===== src/logic/lsu_defines.svh =====
`ifndef LSU_DEFINES_SVH
`define LSU_DEFINES_SVH

// datapath widths.
`define LSU_DATA_WIDTH 32
`define LSU_ADDR_WIDTH 32

// data memory window and geometry.
`define RAM_BASE        32'h8000_0000
`define RAM_DEPTH_WORDS 256

// cycles from request edge to completion pulse.
`define RAM_LATENCY 2

// simple-bus response codes.
`define SB_RESP_OKAY   2'd0
`define SB_RESP_DECERR 2'd3

`endif


===== src/logic/lsu_pkg.sv =====
`include "lsu_defines.svh"

package lsu_pkg;

    typedef logic [`LSU_DATA_WIDTH-1:0]   word_t;
    typedef logic [`LSU_ADDR_WIDTH-1:0]   addr_t;
    typedef logic [`LSU_DATA_WIDTH/8-1:0] byte_mask_t;

    // bit 0 byte, bit 1 halfword, bit 2 word.
    typedef logic [2:0] size_onehot_t;
    // bit 0 selects 8-bit, bit 1 selects 16-bit.
    typedef logic [1:0] ext_width_t;
    typedef logic [1:0] resp_t;

    typedef struct packed {
        logic       req;
        addr_t      addr;
        word_t      data;
        byte_mask_t mask;
    } sb_wr_req_t;

    typedef struct packed {
        resp_t resp;
        logic  complete;
    } sb_wr_rsp_t;

    typedef struct packed {
        logic  req;
        addr_t addr;
    } sb_rd_req_t;

    typedef struct packed {
        word_t data;
        resp_t resp;
        logic  complete;
    } sb_rd_rsp_t;

    typedef enum logic {
        IDLE,
        BUSY
    } ram_chan_state_t;

endpackage


===== src/logic/lsu.sv =====
`timescale 1ns/1ps
`include "lsu_defines.svh"

module lsu (
    input  logic                 clk,
    input  logic                 rst,
    input  logic                 mem_valid,
    input  logic                 mem_ren,
    input  logic                 mem_wen,
    input  lsu_pkg::addr_t       alu_result,
    input  lsu_pkg::size_onehot_t mem_wtype,
    input  lsu_pkg::size_onehot_t mem_rtype,
    input  lsu_pkg::ext_width_t  mem_zero_width,
    input  lsu_pkg::ext_width_t  mem_sext_width,
    input  lsu_pkg::word_t       mem_wdata,
    output lsu_pkg::word_t       mem_wreg,
    output logic                 mem_wcomplete,
    output logic                 mem_rvalid,
    output logic                 mem_fault,
    output lsu_pkg::sb_wr_req_t  wr_req,
    input  lsu_pkg::sb_wr_rsp_t  wr_rsp,
    output lsu_pkg::sb_rd_req_t  rd_req,
    input  lsu_pkg::sb_rd_rsp_t  rd_rsp
);

    localparam int BYTES = `LSU_DATA_WIDTH / 8;

    lsu_pkg::addr_t      waddr;
    lsu_pkg::addr_t      raddr;
    logic                is_sb;
    logic                is_sh_align;
    logic                is_sw_align;
    lsu_pkg::word_t      wdata_shift;
    lsu_pkg::byte_mask_t rmask;
    logic [7:0]          rd_byte;
    logic [15:0]         rd_half;
    lsu_pkg::word_t      sext_res;
    lsu_pkg::word_t      zero_res;
    logic                wen_q;
    logic                ren_q;

    assign waddr = (mem_valid && mem_wen) ? alu_result : '0;
    assign raddr = (mem_valid && mem_ren) ? alu_result : '0;

    // misaligned halfword and word stores get an empty mask.
    assign is_sb       = mem_wtype[0];
    assign is_sh_align = mem_wtype[1] && (waddr[0] == 1'b0);
    assign is_sw_align = mem_wtype[2] && (waddr[1:0] == 2'b00);

    assign wdata_shift = mem_wdata << {waddr[1:0], 3'b000};

    always_comb begin
        wr_req.req  = mem_wen && !wen_q;
        wr_req.addr = waddr;
        if (is_sw_align) begin
            wr_req.data = mem_wdata;
            wr_req.mask = 4'b1111;
        end else if (is_sh_align) begin
            wr_req.data = wdata_shift;
            wr_req.mask = 4'b0011 << waddr[1:0];
        end else if (is_sb) begin
            wr_req.data = wdata_shift;
            wr_req.mask = 4'b0001 << waddr[1:0];
        end else begin
            wr_req.data = '0;
            wr_req.mask = '0;
        end
    end

    assign rd_req.req  = mem_ren && !ren_q;
    assign rd_req.addr = raddr;

    assign rmask = mem_rtype[2] ? 4'b1111 :
                   mem_rtype[1] ? 4'b0011 << raddr[1:0] :
                   mem_rtype[0] ? 4'b0001 << raddr[1:0] : 4'b0000;

    always_comb begin
        rd_byte = '0;
        for (int i = 0; i < BYTES; i++) begin
            rd_byte = rd_byte | ({8{rmask[i]}} & rd_rsp.data[8*i +: 8]);
        end
    end

    // a halfword straddling the pairs reads as zero.
    assign rd_half = (rmask[1] && rmask[0]) ? rd_rsp.data[15:0]  :
                     (rmask[3] && rmask[2]) ? rd_rsp.data[31:16] : 16'h0000;

    assign sext_res = ({32{mem_sext_width[0]}} & {{24{rd_byte[7]}}, rd_byte}) |
                      ({32{mem_sext_width[1]}} & {{16{rd_half[15]}}, rd_half});
    assign zero_res = ({32{mem_zero_width[0]}} & {24'h0, rd_byte}) |
                      ({32{mem_zero_width[1]}} & {16'h0, rd_half});

    assign mem_wreg = (mem_sext_width != '0) ? sext_res :
                      (mem_zero_width != '0) ? zero_res : rd_rsp.data;

    always_ff @(posedge clk) begin
        if (rst) begin
            wen_q <= 1'b0;
            ren_q <= 1'b0;
        end else begin
            wen_q <= mem_wen;
            ren_q <= mem_ren;
        end
    end

    assign mem_wcomplete = wr_rsp.complete;
    assign mem_rvalid    = rd_rsp.complete;
    assign mem_fault     = (wr_rsp.complete && (wr_rsp.resp != `SB_RESP_OKAY)) ||
                           (rd_rsp.complete && (rd_rsp.resp != `SB_RESP_OKAY));

    a_one_enable: assert property (@(posedge clk) disable iff (rst)
        mem_valid |-> !(mem_ren && mem_wen))
        else $error("lsu: read and write enables high together");

    a_one_ext: assert property (@(posedge clk) disable iff (rst)
        !((mem_sext_width != '0) && (mem_zero_width != '0)))
        else $error("lsu: sign and zero extension both selected");

endmodule


===== config.mk =====
export PLATFORM = sky130hd
export DESIGN_NAME = lsu
export DESIGN_NICKNAME = d
export VERILOG_FILES = /design/src/logic/lsu_pkg.sv /design/src/logic/lsu.sv
export VERILOG_INCLUDE_DIRS = /design/src /design/src/logic
export SDC_FILE = /design/constraint.sdc
export NUM_CORES = 1
export LEC_CHECK = 0
export ABC_AREA = 1
export CELL_PAD_IN_SITES_DETAIL_PLACEMENT = 1
export CELL_PAD_IN_SITES_GLOBAL_PLACEMENT = 2
export CORE_AREA = 3 3 102 104
export CTS_CLUSTER_SIZE = 28
export DETAILED_ROUTE_END_ITERATION = 6
export DIE_AREA = 0 0 105 107
export DONT_BUFFER_PORTS = 1
export PLACE_DENSITY = 0.83
export SLEW_MARGIN = 20
export SYNTH_ARGS = -nofsm -noshare
export SYNTH_HDL_FRONTEND = slang
export SYNTH_SLANG_ARGS = --single-unit

===== constraint.sdc =====
create_clock -name clk -period 3.1 [get_ports clk]
set_input_delay 0.465 -clock clk [delete_from_list [all_inputs] [get_ports clk]]
set_output_delay 0.465 -clock clk [all_outputs]
set_load 0.005 [all_outputs]

==> flow_summary_export.csv, run 1 <==
group,metric,value,unit
global_route,grt_usage,19.0,%
sta,finalHoldViolCount,0,
floorplanning,die_w,105,µm
sta,fin_crit_sh,85.3,%
setup_path,worstPathArrival,2.18,ns
setup_path,critPathKind,"in2out",
clocking,path_clk_slew,0.03,ns
clocking,clockBufferDepth,2,
floorplanning,rows,36,
floorplanning,coreArea,9640,µm²
placed_design,hpwlAfterDp,9660,µm
power_and_ir_drop,p_switching,0.000313,W
power_and_ir_drop,power_frac_comb,76.3,%
clocking,cts_tree,"yes",
synth,synth_seq_area_share,1.61,%
sta,max_freq,0.378,GHz
route,num_vias,3411,
synth,yosys_warnings,0,
power_and_ir_drop,peakVddDrop,0.227,mV
final_layout,nets,608,
synth,synth_nets,624,
route,drcViolationCount,0,
power_and_ir_drop,sw_frac_of_total,56.8,%
route,initialDrtViolationCount,177,
synth,synth_seq_cells,2,
global_route,antenna_found_initial,0,
min_path,min_path_type,"in2reg",
synth,ys_types,33,
run_status,outcome,"completed",
floorplanning,die-area,11200,µm²
route,final_antenna_net_count,0,
sta,rsz0062_at_grt,"no",
setup_path,crit_path_start_kind,"primary input",
power_and_ir_drop,p_int,0.000238,W
power_and_ir_drop,p_leak,1.37,nW
route,vias_per_cell,5.52,
placed_design,io_buffers,0,
global_route,grt_pass1_vias,3308,
final_layout,drive_above_1_share,7.22,%
clocking,cts_setup_buffers,0,
sta,hold_slack,0.324,ns
route,dr.pass1.iters,4,
sta,maxSlewViolCount,0,
run,max_cap_viol_count,0,
final_layout,final_common_cell,"nand2_1",
synth,syn_area,2480,µm²
synth,avgSynthCellArea,4.94,µm²
clocking,cts-htree-levels,1,
final_layout,final_cell_area,2600,µm²
power_and_ir_drop,pwr_density_cell,212,nW/µm²
setup_path,required,2.63,ns
global_route,grt_max_degree,38,
final_layout,diodes,0,
sta,finalSetupViolCount,0,
clocking,ctsResizeCount,0,
power_and_ir_drop,pwr-share-seq,5.0,%
global_route,grt_pass1_wl,17700,µm
power_and_ir_drop,power.share.clock,18.6,%
setup_path,crit_fanout,12,
sta,tns,0,ns
route,routedWlPerCell,19.1,µm
min_path,worstHoldPathCells,1,
floorplanning,num_io_pins,254,
final_layout,layout.cells.most_common_list,"nand2_1, inv_1, nor2_1, o21ai_0, nand3_1",
floorplanning,die_h,107,µm
global_route,overflow,0,
placed_design,gp_congestion,0.841,
clocking,cts_root_buffer,"clkbuf_8",
sta,fin_crit,2.64,ns
clocking,clkSinkCount,2,
power_and_ir_drop,finalPower,0.000551,W
setup_path,critPathCaptureType,"output port",
floorplanning,start_util,25.8,%
final_layout,area_growth,4.69,%
sta,max_slew_margin,40.1,%
clocking,cts_hold_buffers,0,
placed_design,post_dp_cell_area,2560,µm²
route,wl,11800,µm
sta,tightest_slew,0.897,ns
clocking,cts-buffers-inserted,3,
synth,synth_cells,503,
==> kinds of logic (layout without fill, tap and decap cells) <==
family / count (synthesis) / in the layout / synth area share (%)
AND/OR/NAND/NOR: 261 / 261 / 46.1
adder cells (fa/ha/maj): 4 / 4 / 2.02
buffers and inverters: 117 / 99 / 19.7
AO/OA/AOI/OAI: 119 / 119 / 30.6
flip-flops: 2 / 2 / 1.61
==> worst max-delay path, cell delays in order <==
cell     delay [ns]
nand2_1        0.05
nor2_1         0.16
inv_1          0.09
ha_1           0.21
nand2_1        0.08
inv_1          0.22
a21oi_1        0.28
inv_2          0.11
nor2_4         0.21
a21oi_4        0.14
nor2_1         0.17
==> flip-flops by register name, summed over array words and instances (netlist names) <==
name / count
ren_q: 1
wen_q: 1
==> cells in the mapped netlist <==
cell | n | share of area [%]
nand2_1 | 114 | 17
inv_1 | 83 | 13
nor2_1 | 79 | 12
o21ai_0 | 61 | 12
nand3_1 | 39 | 7.9
o211ai_1 | 20 | 6.0
clkbuf_1 | 16 | 2.4
a21oi_1 | 11 | 2.2
o22ai_1 | 10 | 2.5
nand4_1 | 8 | 2.0
buf_2 | 7 | 1.4
nand3b_1 | 7 | 2.1
buf_4 | 5 | 1.5
nand2_2 | 5 | 1.3
a22o_1 | 4 | 1.4
a32o_1 | 4 | 1.6
ha_1 | 4 | 2.0
buf_6 | 3 | 1.4
inv_2 | 3 | 0.45
nand3_2 | 3 | 1.2
o211ai_2 | 3 | 1.5
dfxtp_1 | 2 | 1.6
o21ai_4 | 2 | 1.3
a21oi_4 | 1 | 0.66
nand2_4 | 1 | 0.45
nand3_4 | 1 | 0.71
nor2_2 | 1 | 0.25
nor2_4 | 1 | 0.45
nor3b_1 | 1 | 0.30
o21ai_2 | 1 | 0.35
o21bai_1 | 1 | 0.30
o31a_1 | 1 | 0.35
or2_0 | 1 | 0.25
==> worst paths after layout <==
kind,startpoint,end
worst max-delay path,mem_wen,wr_req[8]
worst min-delay path,rst,ren_q
==> power groups by stage <==
stage | clock (W) | sequential (W) | combinational, W
after floorplan | 0 | 0.0000279 | 0.000334
after global placement | 0 | 0.0000280 | 0.000407
after detailed placement | 0 | 0.0000280 | 0.000421
after CTS | 0.000105 | 0.0000277 | 0.000422
after global routing | 0.000108 | 0.0000278 | 0.000470
final | 0.000103 | 0.0000277 | 0.000420
==> stage by stage <==
step | utilization [%] | setup slack (ns) | std cells
2_1_floorplan | - | 0.533 | 503
3_3_place_gp | 26.5 | 0.630 | 615
3_5_place_dp | 26.5 | 0.554 | 615
4_1_cts | 27.0 | 0.487 | 618
5_1_grt | 27.0 | 0.267 | 618
6_report | 27.0 | 0.457 | 618
==> cell type report <==
class                      count  area [µm²]
fill                        1385        7040
multi-input combinational    384        1950
sequential                     2        40.0
timing repair buffer          10        75.1
clock buffer                   3        41.3
tap                          133         166
inverter                      86         323
==> per-layer routing <==
| metal | up-vias | GRT usage [%] | wire length [µm] |
|---|---|---|---|
| met5 | - | 0 | 0 |
| met4 | 0 | 5.90 | 294 |
| met3 | 18 | 3.49 | 862 |
| met2 | 161 | 35.8 | 6100 |
| met1 | 1636 | 21.6 | 4560 |
| li1 | 1596 | - | - |
Note: power is estimated with default switching activity, not from simulation.
==> run 2, diff against run 1 <==
--- a/config.mk
+++ b/config.mk
@@ -14,7 +14,7 @@
 export DETAILED_ROUTE_END_ITERATION = 6
 export DIE_AREA = 0 0 105 107
 export DONT_BUFFER_PORTS = 1
-export PLACE_DENSITY = 0.83
+export PLACE_DENSITY = 0.8
 export SLEW_MARGIN = 20
 export SYNTH_ARGS = -nofsm -noshare
 export SYNTH_HDL_FRONTEND = slang
==> flow_summary_export.csv, run 2 (synthesized netlist as in run 1, its figures left out) <==
group,metric,value,unit
setup_path,worstPathArrival,2.12,ns
setup_path,crit_path_start_kind,"primary input",
run_status,outcome,"completed",
sta,fin_crit,2.58,ns
floorplanning,start_util,25.8,%
setup_path,crit_path_start,"mem_wen",
global_route,grt_usage,19.6,%
final_layout,fillers,1368,
clocking,cts_tree,"yes",
setup_path,critPathCaptureType,"output port",
setup_path,critPathKind,"in2out",
clocking,cts_hold_buffers,0,
route,dr.pass1.iters,4,
global_route,grt_max_degree,32,
sta,rsz0062_at_grt,"no",
sta,fin_crit_sh,83.3,%
sta,max_slew_margin,39.8,%
clocking,clkSinkCount,2,
route,initialDrtViolationCount,166,
clocking,cts-buffers-inserted,3,
floorplanning,die-area,11200,µm²
sta,max_freq,0.387,GHz
placed_design,gp_congestion,0.821,
sta,finalSetupViolCount,0,
route,num_vias,3380,
final_layout,area_growth,4.39,%
final_layout,final_common_cell,"nand2_1",
sta,finalHoldViolCount,0,
floorplanning,die_h,107,µm
floorplanning,rows,36,
min_path,holdPathEnd,"wen_q",
final_layout,layout.cells.most_common_list,"nand2_1, inv_1, nor2_1, o21ai_0, nand3_1",
sta,tns,0,ns
power_and_ir_drop,pwr_density_cell,210,nW/µm²
floorplanning,die_w,105,µm
clocking,cts_setup_buffers,0,
clocking,cts-htree-levels,1,
sta,maxSlewViolCount,0,
setup_path,required,2.63,ns
final_layout,final_cell_area,2590,µm²
floorplanning,num_io_pins,254,
min_path,worstHoldPathCells,1,
clocking,path_clk_slew,0.03,ns
run,max_cap_viol_count,0,
global_route,grt_pass1_wl,18100,µm
sta,tightest_slew,0.900,ns
floorplanning,coreArea,9640,µm²
global_route,overflow,0,
route,routedWlPerCell,19.5,µm
power_and_ir_drop,peakVddDrop,0.261,mV
route,vias_per_cell,5.48,
placed_design,hpwlAfterDp,9930,µm
route,final_antenna_net_count,0,
clocking,clockBufferDepth,2,
power_and_ir_drop,p_leak,1.36,nW
global_route,antenna_found_initial,0,
final_layout,reg_top3,"ren_q x1, wen_q x1",
min_path,hold_start,"rst",
clocking,cts_root_buffer,"clkbuf_8",
placed_design,io_buffers,0,
route,drcViolationCount,0,
final_layout,diodes,0,
clocking,ctsResizeCount,0,
global_route,grt_pass1_vias,3334,
route,wl,12000,µm
setup_path,crit_fanout,12,
final_layout,drive_above_1_share,7.02,%
placed_design,post_dp_cell_area,2550,µm²
final_layout,nets,607,
min_path,min_path_type,"in2reg",
[run 2: critical path: stages]
cell,delay (ns)
nand3_2,0.19
ha_1,0.29
nand2_1,0.08
inv_1,0.20
a21oi_1,0.27
inv_2,0.10
nor2_4,0.19
inv_2,0.10
o22ai_1,0.22
[run 2: layout make-up]
type | count | area [µm²] | area share [%]
Clock buffer | 3 | 41.3 | 1.59
Inverter | 86 | 323 | 12.5
Multi-Input combinational cell | 384 | 1950 | 75.4
Sequential cell | 2 | 40.0 | 1.55
Tap cell | 133 | 166 | 6.42
Timing Repair Buffer | 9 | 67.6 | 2.61
[run 2: power breakdown]
part | switching [W] | internal [W]
Sequential | 0.000000361 | 0.0000274
Combinational | 0.000290 | 0.000127
Clock | 0.0000185 | 0.0000819
[run 2: worst max-delay path by stage]
| stage | to | slack (ns) | depth (start not counted) |
|---|---|---|---|
| 2_1_floorplan | wr_req[10] | 0.53 | 12 |
| 3_3_place_gp | mem_wreg[31] | 0.53 | 9 |
| 3_5_place_dp | wr_req[8] | 0.49 | 9 |
| 4_1_cts | mem_wreg[31] | 0.50 | 9 |
| 5_1_grt | wr_req[8] | 0.28 | 11 |
| 6_report | wr_req[13] | 0.52 | 9 |
[run 2: metrics by stage]
stage | instances | utilization (%) | setup WS [ns] | hold slack (ns) | total power [W]
2_1_floorplan | 503 | - | 0.533 | 0.537 | 0.000362
3_3_place_gp | 614 | 26.5 | 0.533 | 0.538 | 0.000436
3_5_place_dp | 614 | 26.5 | 0.490 | 0.541 | 0.000448
4_1_cts | 617 | 26.9 | 0.496 | 0.323 | 0.000552
5_1_grt | 617 | 26.9 | 0.279 | 0.326 | 0.000605
6_report | 617 | 26.9 | 0.519 | 0.326 | 0.000545
[run 2: layer usage]
layer / GRT usage, % / up-vias / wire length (µm)
met5: 0 / - / 0
met4: 3.56 / 0 / 238
met2: 37.3 / 177 / 6250
met1: 22.2 / 1592 / 4620
met3: 4.76 / 19 / 919
li1: - / 1592 / -
